<file path="src/include/cornet_cfg.svh">
`ifndef CORNET_CFG_SVH
`define CORNET_CFG_SVH

// Widths of the shared byte bus.
`define CORNET_ADDR_W 16
`define CORNET_DATA_W 8

// The 6502 reset vector, read low byte first.
`define CORNET_RESET_VECTOR 16'hFFFC

// Instruction lengths in bytes, opcode included.
`define CORNET_LEN_IMPLIED 2'd1
`define CORNET_LEN_IMM     2'd2
`define CORNET_LEN_ABS     2'd3

`endif

</file>
<file path="src/design/cornet_pkg.sv">
`default_nettype none
`include "cornet_cfg.svh"

package cornet_pkg;

   typedef logic [`CORNET_ADDR_W-1:0] addr_t;
   typedef logic [`CORNET_DATA_W-1:0] data_t;

   typedef enum logic [2:0] {
      seq_idle, seq_reset, seq_fetch, seq_load, seq_wait_exec
   } seq_state_e;

   typedef enum logic [1:0] {
      bus_idle, bus_read_byte, bus_read_word_low, bus_read_word_high
   } bus_state_e;

   typedef enum logic [4:0] {
      op_nop, op_reset, op_lda, op_ldx, op_ldy, op_adc, op_and, op_ora, op_cmp,
      op_inx, op_dex, op_tax, op_txa, op_clc, op_sec, op_sta, op_jmp, op_beq, op_bne
   } exec_op_e;

   typedef struct packed {logic strobe; logic word; addr_t addr;} rd_req_t;
   typedef struct packed {logic strobe; addr_t addr; data_t data;} wr_req_t;
   typedef struct packed {logic ack; data_t byte_data; addr_t word_data;} rd_rsp_t;

   typedef struct packed {
      logic       start;
      exec_op_e   op;
      logic [1:0] len;
      addr_t      pc;     // Address of the opcode byte.
   } dec_op_t;

   typedef struct packed {logic done; addr_t next_pc;} exec_rsp_t;

endpackage

`default_nettype wire

</file>
<file path="src/design/cornet_bus_unit.sv">
`timescale 1ns/1ps
`default_nettype none

module cornet_bus_unit (
   input  wire                     clk,
   input  wire                     reset_n,
   input  wire                     fetch_req,
   input  wire cornet_pkg::addr_t  fetch_addr,
   input  wire cornet_pkg::rd_req_t rd_req,
   input  wire cornet_pkg::wr_req_t wr_req,
   input  wire cornet_pkg::data_t  rd_data,
   input  wire                     ready,
   output cornet_pkg::addr_t       addr,
   output cornet_pkg::data_t       wr_data,
   output logic                    wr_en,
   output logic                    bus_rd,
   output cornet_pkg::data_t       fetch_data,
   output logic                    fetch_valid,
   output cornet_pkg::rd_rsp_t     rd_rsp
);

   cornet_pkg::bus_state_e state;
   logic                   is_fetch;   // Pending read belongs to the opcode fetch.
   logic                   ack;
   cornet_pkg::data_t      byte_q;
   cornet_pkg::addr_t      word_q;

   assign fetch_data = byte_q;
   assign rd_rsp     = '{ack: ack, byte_data: byte_q, word_data: word_q};

   always_ff @(posedge clk)
   begin
      bus_rd      <= 1'b0;
      wr_en       <= 1'b0;
      fetch_valid <= 1'b0;
      ack         <= 1'b0;
      if (!reset_n)
         state <= cornet_pkg::bus_idle;
      else if (fetch_req)
      begin
         addr     <= fetch_addr;
         bus_rd   <= 1'b1;
         is_fetch <= 1'b1;
         state    <= cornet_pkg::bus_read_byte;
      end
      else if (rd_req.strobe)
      begin
         addr     <= rd_req.addr;
         bus_rd   <= 1'b1;
         is_fetch <= 1'b0;
         state    <= rd_req.word ? cornet_pkg::bus_read_word_low : cornet_pkg::bus_read_byte;
      end
      else if (wr_req.strobe)
      begin
         addr    <= wr_req.addr;
         wr_data <= wr_req.data;
         wr_en   <= 1'b1;
         state   <= cornet_pkg::bus_idle;
      end
      else if (ready && !bus_rd)   // Data is valid only after the request cycle.
      begin
         case (state)
            cornet_pkg::bus_read_byte:
            begin
               byte_q      <= rd_data;
               fetch_valid <= is_fetch;
               ack         <= !is_fetch;
               state       <= cornet_pkg::bus_idle;
            end
            cornet_pkg::bus_read_word_low:
            begin
               word_q[7:0] <= rd_data;
               addr        <= addr + 1'b1;
               bus_rd      <= 1'b1;
               state       <= cornet_pkg::bus_read_word_high;
            end
            cornet_pkg::bus_read_word_high:
            begin
               word_q[15:8] <= rd_data;
               ack          <= 1'b1;
               state        <= cornet_pkg::bus_idle;
            end
            default:
               state <= cornet_pkg::bus_idle;
         endcase
      end
   end

endmodule

`default_nettype wire

</file>
<file path="src/design/cornet_cpu.sv">
`timescale 1ns/1ps
`default_nettype none

module cornet_cpu (
   input  wire                    clk,
   input  wire                    reset_n,
   output cornet_pkg::addr_t      addr,
   input  wire cornet_pkg::data_t rd_data,
   output cornet_pkg::data_t      wr_data,
   output logic                   wr_en,
   output logic                   rd_req,
   input  wire                    ready
);

   logic                  fetch_req;
   cornet_pkg::addr_t     fetch_addr;
   cornet_pkg::data_t     fetch_data;
   logic                  fetch_valid;
   cornet_pkg::rd_req_t   seq_rd_req;     // Operand read from the sequencer.
   cornet_pkg::wr_req_t   exec_wr_req;
   cornet_pkg::rd_rsp_t   bus_rd_rsp;
   cornet_pkg::dec_op_t   dec_op;
   cornet_pkg::exec_rsp_t exec_rsp;

   cornet_sequencer cornet_sequencer_i (
      .clk         (clk),
      .reset_n     (reset_n),
      .fetch_data  (fetch_data),
      .fetch_valid (fetch_valid),
      .exec_rsp    (exec_rsp),
      .fetch_req   (fetch_req),
      .fetch_addr  (fetch_addr),
      .rd_req      (seq_rd_req),
      .dec_op      (dec_op)
   );

   cornet_bus_unit cornet_bus_unit_i (
      .clk         (clk),
      .reset_n     (reset_n),
      .fetch_req   (fetch_req),
      .fetch_addr  (fetch_addr),
      .rd_req      (seq_rd_req),
      .wr_req      (exec_wr_req),
      .rd_data     (rd_data),
      .ready       (ready),
      .addr        (addr),
      .wr_data     (wr_data),
      .wr_en       (wr_en),
      .bus_rd      (rd_req),
      .fetch_data  (fetch_data),
      .fetch_valid (fetch_valid),
      .rd_rsp      (bus_rd_rsp)
   );

   cornet_execute cornet_execute_i (
      .clk      (clk),
      .reset_n  (reset_n),
      .dec_op   (dec_op),
      .rd_rsp   (bus_rd_rsp),
      .wr_req   (exec_wr_req),
      .exec_rsp (exec_rsp)
   );

endmodule

`default_nettype wire

</file>
<file path="src/design/cornet_execute.sv">
`timescale 1ns/1ps
`default_nettype none
`include "cornet_cfg.svh"

module cornet_execute (
   input  wire                     clk,
   input  wire                     reset_n,
   input  wire cornet_pkg::dec_op_t dec_op,
   input  wire cornet_pkg::rd_rsp_t rd_rsp,
   output cornet_pkg::wr_req_t     wr_req,
   output cornet_pkg::exec_rsp_t   exec_rsp
);

   cornet_pkg::data_t      reg_a;
   cornet_pkg::data_t      reg_x;
   cornet_pkg::data_t      reg_y;
   logic                   flag_z;
   logic                   flag_c;
   cornet_pkg::exec_op_e   op_q;
   cornet_pkg::exec_op_e   cur_op;
   cornet_pkg::addr_t      pc_q;
   cornet_pkg::addr_t      cur_pc;
   logic [1:0]             len_q;
   logic [1:0]             cur_len;
   logic                   waiting;   // Instruction waits for its operand.
   logic                   fire;
   cornet_pkg::data_t      operand;
   logic [`CORNET_DATA_W:0] adc_sum;
   cornet_pkg::addr_t      seq_pc;
   cornet_pkg::addr_t      branch_pc;

   assign cur_op  = dec_op.start ? dec_op.op : op_q;
   assign cur_pc  = dec_op.start ? dec_op.pc : pc_q;
   assign cur_len = dec_op.start ? dec_op.len : len_q;
   assign fire    = (dec_op.start && dec_op.len == `CORNET_LEN_IMPLIED) ||
                    (rd_rsp.ack && waiting);

   assign operand = rd_rsp.byte_data;
   assign adc_sum = {1'b0, reg_a} + {1'b0, operand} + {{`CORNET_DATA_W{1'b0}}, flag_c};
   assign seq_pc  = cur_pc + cur_len;
   // Branch offsets count from the byte after the branch.
   assign branch_pc = cur_pc + `CORNET_LEN_IMM +
                      {{(`CORNET_ADDR_W-`CORNET_DATA_W){operand[`CORNET_DATA_W-1]}}, operand};

   always_ff @(posedge clk)
   begin
      wr_req.strobe <= 1'b0;
      exec_rsp.done <= 1'b0;
      if (!reset_n)
      begin
         waiting <= 1'b0;
         reg_a   <= '0;
         reg_x   <= '0;
         reg_y   <= '0;
         flag_z  <= 1'b0;
         flag_c  <= 1'b0;
      end
      else
      begin
         if (dec_op.start)
         begin
            op_q    <= dec_op.op;
            pc_q    <= dec_op.pc;
            len_q   <= dec_op.len;
            waiting <= (dec_op.len != `CORNET_LEN_IMPLIED);
         end
         else if (rd_rsp.ack)
            waiting <= 1'b0;

         if (fire)
         begin
            exec_rsp.done    <= 1'b1;
            exec_rsp.next_pc <= seq_pc;
            case (cur_op)
               cornet_pkg::op_reset:
               begin
                  reg_a            <= '0;
                  reg_x            <= '0;
                  reg_y            <= '0;
                  flag_z           <= 1'b0;
                  flag_c           <= 1'b0;
                  exec_rsp.next_pc <= rd_rsp.word_data;
               end
               cornet_pkg::op_lda: {reg_a, flag_z} <= {operand, operand == '0};
               cornet_pkg::op_ldx: {reg_x, flag_z} <= {operand, operand == '0};
               cornet_pkg::op_ldy: {reg_y, flag_z} <= {operand, operand == '0};
               cornet_pkg::op_adc:
               begin
                  {flag_c, reg_a} <= adc_sum;
                  flag_z          <= (adc_sum[`CORNET_DATA_W-1:0] == '0);
               end
               cornet_pkg::op_and: {reg_a, flag_z} <= {reg_a & operand, (reg_a & operand) == '0};
               cornet_pkg::op_ora: {reg_a, flag_z} <= {reg_a | operand, (reg_a | operand) == '0};
               cornet_pkg::op_cmp: flag_z <= (reg_a == operand);
               cornet_pkg::op_inx: {reg_x, flag_z} <= {reg_x + 1'b1, reg_x == '1};
               cornet_pkg::op_dex: {reg_x, flag_z} <= {reg_x - 1'b1, reg_x == 8'd1};
               cornet_pkg::op_tax: {reg_x, flag_z} <= {reg_a, reg_a == '0};
               cornet_pkg::op_txa: {reg_a, flag_z} <= {reg_x, reg_x == '0};
               cornet_pkg::op_clc: flag_c <= 1'b0;
               cornet_pkg::op_sec: flag_c <= 1'b1;
               cornet_pkg::op_sta:
               begin
                  wr_req.strobe <= 1'b1;
                  wr_req.addr   <= rd_rsp.word_data;
                  wr_req.data   <= reg_a;
               end
               cornet_pkg::op_jmp: exec_rsp.next_pc <= rd_rsp.word_data;
               cornet_pkg::op_beq:
                  if (flag_z)
                     exec_rsp.next_pc <= branch_pc;
               cornet_pkg::op_bne:
                  if (!flag_z)
                     exec_rsp.next_pc <= branch_pc;
               default: ;
            endcase
         end
      end
   end

endmodule

`default_nettype wire

</file>
<file path="src/design/cornet_sequencer.sv">
`timescale 1ns/1ps
`default_nettype none
`include "cornet_cfg.svh"

module cornet_sequencer (
   input  wire                       clk,
   input  wire                       reset_n,
   input  wire cornet_pkg::data_t    fetch_data,
   input  wire                       fetch_valid,
   input  wire cornet_pkg::exec_rsp_t exec_rsp,
   output logic                      fetch_req,
   output cornet_pkg::addr_t         fetch_addr,
   output cornet_pkg::rd_req_t       rd_req,
   output cornet_pkg::dec_op_t       dec_op
);

   cornet_pkg::seq_state_e state;
   cornet_pkg::addr_t      pc;
   cornet_pkg::exec_op_e   op_next;
   logic [1:0]             len_next;

   function automatic cornet_pkg::exec_op_e decode_op(input cornet_pkg::data_t opcode);
      case (opcode)
         8'hA9:   return cornet_pkg::op_lda;
         8'hA2:   return cornet_pkg::op_ldx;
         8'hA0:   return cornet_pkg::op_ldy;
         8'h69:   return cornet_pkg::op_adc;
         8'h29:   return cornet_pkg::op_and;
         8'h09:   return cornet_pkg::op_ora;
         8'hC9:   return cornet_pkg::op_cmp;
         8'hE8:   return cornet_pkg::op_inx;
         8'hCA:   return cornet_pkg::op_dex;
         8'hAA:   return cornet_pkg::op_tax;
         8'h8A:   return cornet_pkg::op_txa;
         8'h18:   return cornet_pkg::op_clc;
         8'h38:   return cornet_pkg::op_sec;
         8'h8D:   return cornet_pkg::op_sta;
         8'h4C:   return cornet_pkg::op_jmp;
         8'hF0:   return cornet_pkg::op_beq;
         8'hD0:   return cornet_pkg::op_bne;
         default: return cornet_pkg::op_nop;  // Unknown opcodes run as one-byte no-ops.
      endcase
   endfunction

   function automatic logic [1:0] op_len(input cornet_pkg::exec_op_e op);
      case (op)
         cornet_pkg::op_nop, cornet_pkg::op_inx, cornet_pkg::op_dex, cornet_pkg::op_tax,
         cornet_pkg::op_txa, cornet_pkg::op_clc, cornet_pkg::op_sec:
            return `CORNET_LEN_IMPLIED;
         cornet_pkg::op_sta, cornet_pkg::op_jmp, cornet_pkg::op_reset:
            return `CORNET_LEN_ABS;
         default:
            return `CORNET_LEN_IMM;  // Branches always fetch their offset.
      endcase
   endfunction

   assign op_next  = decode_op(fetch_data);
   assign len_next = op_len(op_next);

   always_ff @(posedge clk)
   begin
      fetch_req     <= 1'b0;
      rd_req.strobe <= 1'b0;
      dec_op.start  <= 1'b0;
      if (!reset_n)
      begin
         state <= cornet_pkg::seq_idle;
         pc    <= '0;
      end
      else
      begin
         case (state)
            cornet_pkg::seq_idle:
               state <= cornet_pkg::seq_reset;
            cornet_pkg::seq_reset:
            begin
               rd_req.strobe <= 1'b1;
               rd_req.word   <= 1'b1;
               rd_req.addr   <= `CORNET_RESET_VECTOR;
               dec_op.start  <= 1'b1;
               dec_op.op     <= cornet_pkg::op_reset;
               dec_op.len    <= `CORNET_LEN_ABS;
               dec_op.pc     <= pc;
               state         <= cornet_pkg::seq_wait_exec;
            end
            cornet_pkg::seq_fetch:
            begin
               fetch_req  <= 1'b1;
               fetch_addr <= pc;
               state      <= cornet_pkg::seq_load;
            end
            cornet_pkg::seq_load:
               if (fetch_valid)
               begin
                  dec_op.start  <= 1'b1;
                  dec_op.op     <= op_next;
                  dec_op.len    <= len_next;
                  dec_op.pc     <= pc;
                  rd_req.strobe <= (len_next != `CORNET_LEN_IMPLIED);
                  rd_req.word   <= (len_next == `CORNET_LEN_ABS);
                  rd_req.addr   <= pc + 1'b1;  // Operand follows the opcode.
                  state         <= cornet_pkg::seq_wait_exec;
               end
            cornet_pkg::seq_wait_exec:
               if (exec_rsp.done)
               begin
                  pc    <= exec_rsp.next_pc;
                  state <= cornet_pkg::seq_fetch;
               end
            default:
               state <= cornet_pkg::seq_idle;
         endcase
      end
   end

endmodule

`default_nettype wire

</file>
<file path="config.mk">
export PLATFORM = sky130hd
export DESIGN_NAME = cornet_cpu
export DESIGN_NICKNAME = d
export VERILOG_FILES = /design/src/design/cornet_pkg.sv /design/src/design/cornet_bus_unit.sv /design/src/design/cornet_cpu.sv /design/src/design/cornet_execute.sv /design/src/design/cornet_sequencer.sv
export VERILOG_INCLUDE_DIRS = /design/src /design/src/include
export SDC_FILE = /design/constraint.sdc
export NUM_CORES = 1
export LEC_CHECK = 0
export BUFFER_PORTS_ARGS = -buffer_cell sky130_fd_sc_hd__buf_2
export CAP_MARGIN = 20
export CORE_MARGIN = 1
export CORE_UTILIZATION = 55
export CTS_CLUSTER_SIZE = 14
export DETAILED_ROUTE_END_ITERATION = 16
export PLACE_DENSITY = 0.72
export RECOVER_POWER = 25
export SYNTH_ARGS = -nofsm -noshare
export SYNTH_HDL_FRONTEND = slang
export SYNTH_HIERARCHICAL = 1
export SYNTH_SLANG_ARGS = --single-unit
</file>
<file path="constraint.sdc">
create_clock -name clk -period 3.8 [get_ports clk]
set_clock_uncertainty 0.05 [all_clocks]
set_input_delay 0.38 -clock clk [delete_from_list [all_inputs] [get_ports clk]]
set_output_delay 0.38 -clock clk [all_outputs]
set_load 0.1 [all_outputs]
</file>
==> flow_summary.toml <==
[yosys]
syn_avg_cell_area_um2 = 10.8
synth_edf_count = 168
seq_area_frac_synth = 0.480
async_flop_share = 0
synth_flop_cell = "edfxtp_1"
synth.distinct_cells = 113
synthCells = 1167
synth_area_um2 = 12600
yosys-top-cells-area = "edfxtp_1 40%, dfxtp_1 7.8%, ha_1 5.3%"
synth.top_cell.area_share = 0.402
synth_top_cell_by_area = "edfxtp_1"
synth_seq_cells = 217
syn-num-nets = 1235
ys_warn_count = 6

[pwr]
power-per-cell-area_nw_per_um2 = 416
finalPower_uw = 5690
total_leakage_power_uw = 0.00480
ir_worst_vdd_mv = 0.372

[die]
fp-row-count = 54
pin_count = 37
core-area_um2 = 22100
die_y_um = 153
start_util = 0.569
die-width_um = 153
die-area_um2 = 23400

[placed_design]
gp_congestion = 0.923
hpwlAfterDp_mm = 23.3
numPortBuffers = 36
dpl_worst_slack_ps = 376
dpl.cell_count = 1445

[min_path]
min_from = "rd_data[1]"
hp-class = "primary input to register"

[setup_path]
cp_max_fo = 21
startpoint = "cornet_sequencer_i/dec_op[23]$_SDFF_PN0_"
r2r_start = "cornet_sequencer_i/dec_op[23]$_SDFF_PN0_"
crit_type = "register to register"
crit_path_cell_trace = "mux2i_2 -> inv_2 -> ha_1 -> inv_1 -> fa_1 -> nor2b_1 -> o2111ai_1 -> nand2_1 -> a31oi_1 -> o2111a_1 -> a211o_1"
slowest_stage = "dfxtp_2"
slowest_delay_ps = 650
arrival_ps = 3720
end_kind = "register"
start_kind = "register"
crit_required_ps = 4020

[timing]
fin_setup_tns_ps = 0
report.final.setup_viol = 0
drv_slew = 0
finalHoldViolations = 0
worst_slack_ps = 293
tightest_slew_ps = 1450
fin_crit_sh = 0.923
fmax_mhz = 285
slew_headroom = 0.0352
timing.final.crit_period_ps = 3510
rsz0062_at_grt = "no"

[clock_network]
cts_setup_buffers = 0
postCtsHoldBufs = 0
clk_pin_slew_ps = 60
cts_resized = 0
cts_tree = "yes"
numClockSinks = 217
htree_levels = 1
cts.path.max_buffers = 3
cts_made_buffers = 24
worstSkewPairLatency_ps = 520
cts_root_buf = "clkbuf_16"

[grt]
grt_pass1_vias = 8808
antenna_found_initial = 0
grt_pass1_wl_mm = 49.9
track_usage = 0.270
gr-total-overflow = 0
grt_max_degree = 28

[routing]
viasPerCell = 6.37
wirelength_mm = 31.5
first_pass_iters = 6
drtAntennaViolNets = 0
wire_per_inst_um = 21.2
drc = 0
vias = 9482
drtIter0Drc = 1023

[finish]
nets = 1259
instances_no_fill = 1489
drive_gt1_frac = 0.127
antenna_cells = 0
fin_util = 0.619
final.fill_count = 1795
syn2layout_area_growth_pct = 8.94

[flow_run]
drv_cap = 0

[status]
status = "finished clean"
cell usage after synthesis, types with 13 or more instances:
master,instances
o21ai_0,34
nor2_1,69
nand4_1,15
xor2_1,21
xnor2_1,38
inv_1,49
and3_1,26
a21oi_1,45
o22ai_1,15
nor3_1,19
ha_1,53
edfxtp_1,168
a21boi_0,18
a22oi_1,23
dfxtp_1,49
nand3_1,32
o21a_1,13
nand2_1,96
o21ai_1,22
clkbuf_1,30
nor2b_1,17
buf_4,13
final cells by class:
| cell class | instances | area, um2 | area share |
|---|---|---|---|
| clock buffers | 36 | 676 | 0.0494 |
| well taps | 280 | 350 | 0.0256 |
| clock inverters | 8 | 100 | 0.00731 |
| repair buffers | 58 | 319 | 0.0233 |
| inverters | 54 | 203 | 0.0148 |
| flip-flops and latches | 217 | 6030 | 0.440 |
| multi-input cells | 836 | 6010 | 0.439 |
cells by family (layout without fill, tap and decap cells):
kind of cell,count (synthesis),count (layout),share of synthesized area
adder cells (fa/ha/maj),58,58,0.0601
flip-flops,217,217,0.480
buffers and inverters,114,156,0.0423
XOR/XNOR,59,59,0.0411
AO/OA/AOI/OAI,304,304,0.175
AND/OR/NAND/NOR,386,386,0.174
multiplexers,29,29,0.0277
final timing paths:
kind,cells past startpoint,slack [ps],endpoint
max,11,290,cornet_execute_i/exec_rsp[11]$_DFFE_PP_
max reg2reg,11,290,cornet_execute_i/exec_rsp[11]$_DFFE_PP_
min reg2reg,0,370,cornet_bus_unit_i/wr_data[2]$_DFFE_PP_
min,1,60,cornet_bus_unit_i/word_q[9]$_DFFE_PP_
sequential cells by signal (all words and copies together), names as in the netlist, 16 cells and up:
name                           count
cornet_bus_unit_i/word_q          16
cornet_sequencer_i/pc             16
cornet_execute_i/pc_q             16
cornet_execute_i/exec_rsp         17
cornet_bus_unit_i/addr            16
cornet_sequencer_i/rd_req         18
cornet_sequencer_i/fetch_addr     16
cornet_sequencer_i/dec_op         24
cornet_execute_i/wr_req           25
layer usage:
layer,up-vias,track usage,share of wire
li1,4480,-,-
met1,4532,0.419,0.47
met2,443,0.387,0.42
met3,27,0.0607,0.10
met4,0,0.0457,0.010
met5,-,0,0
critical path, delay by kind of cell, from the launching register on:
kind	cells	cell delay, ps
adders and majority gates	2	760
AOI/OAI and AO/OA	4	880
muxes	1	370
and+or+nand+nor	2	370
buffers and inverters	2	170
DFF	1	650
power by group:
group          internal (uW)  switching [uW]  total [uW]  leakage, uW
clock                   1360             908        2270     0.000380
sequential              2630            58.8        2690      0.00195
combinational            274             456         730      0.00246
total                   4270            1420        5690      0.00480
cells in the final DEF, fill, tap and decap left out, types with 15 or more instances in the layout:
cell	count
a22oi_1	23
a21oi_1	45
nand3_1	32
nor2_1	69
o22ai_1	15
nor3_1	18
and3_1	25
clkbuf_16	24
edfxtp_1	168
o21ai_1	22
dfxtp_1	48
inv_1	49
ha_1	53
clkbuf_1	22
o21ai_0	34
nor2b_1	17
xor2_1	21
nand4_1	15
buf_2	27
nand2_1	96
buf_4	18
xnor2_1	38
a21boi_0	18
per-stage QoR:
step / instance area (um2) / hold WS (ps)
after floorplan: 12600 / 350
after global placement: 12900 / 351
after detailed placement: 12900 / 355
after CTS: 13700 / 14.0
after global routing: 13700 / 47.8
final: 13700 / 56.6
No activity file was read; power rests on OpenSTA's default activity.
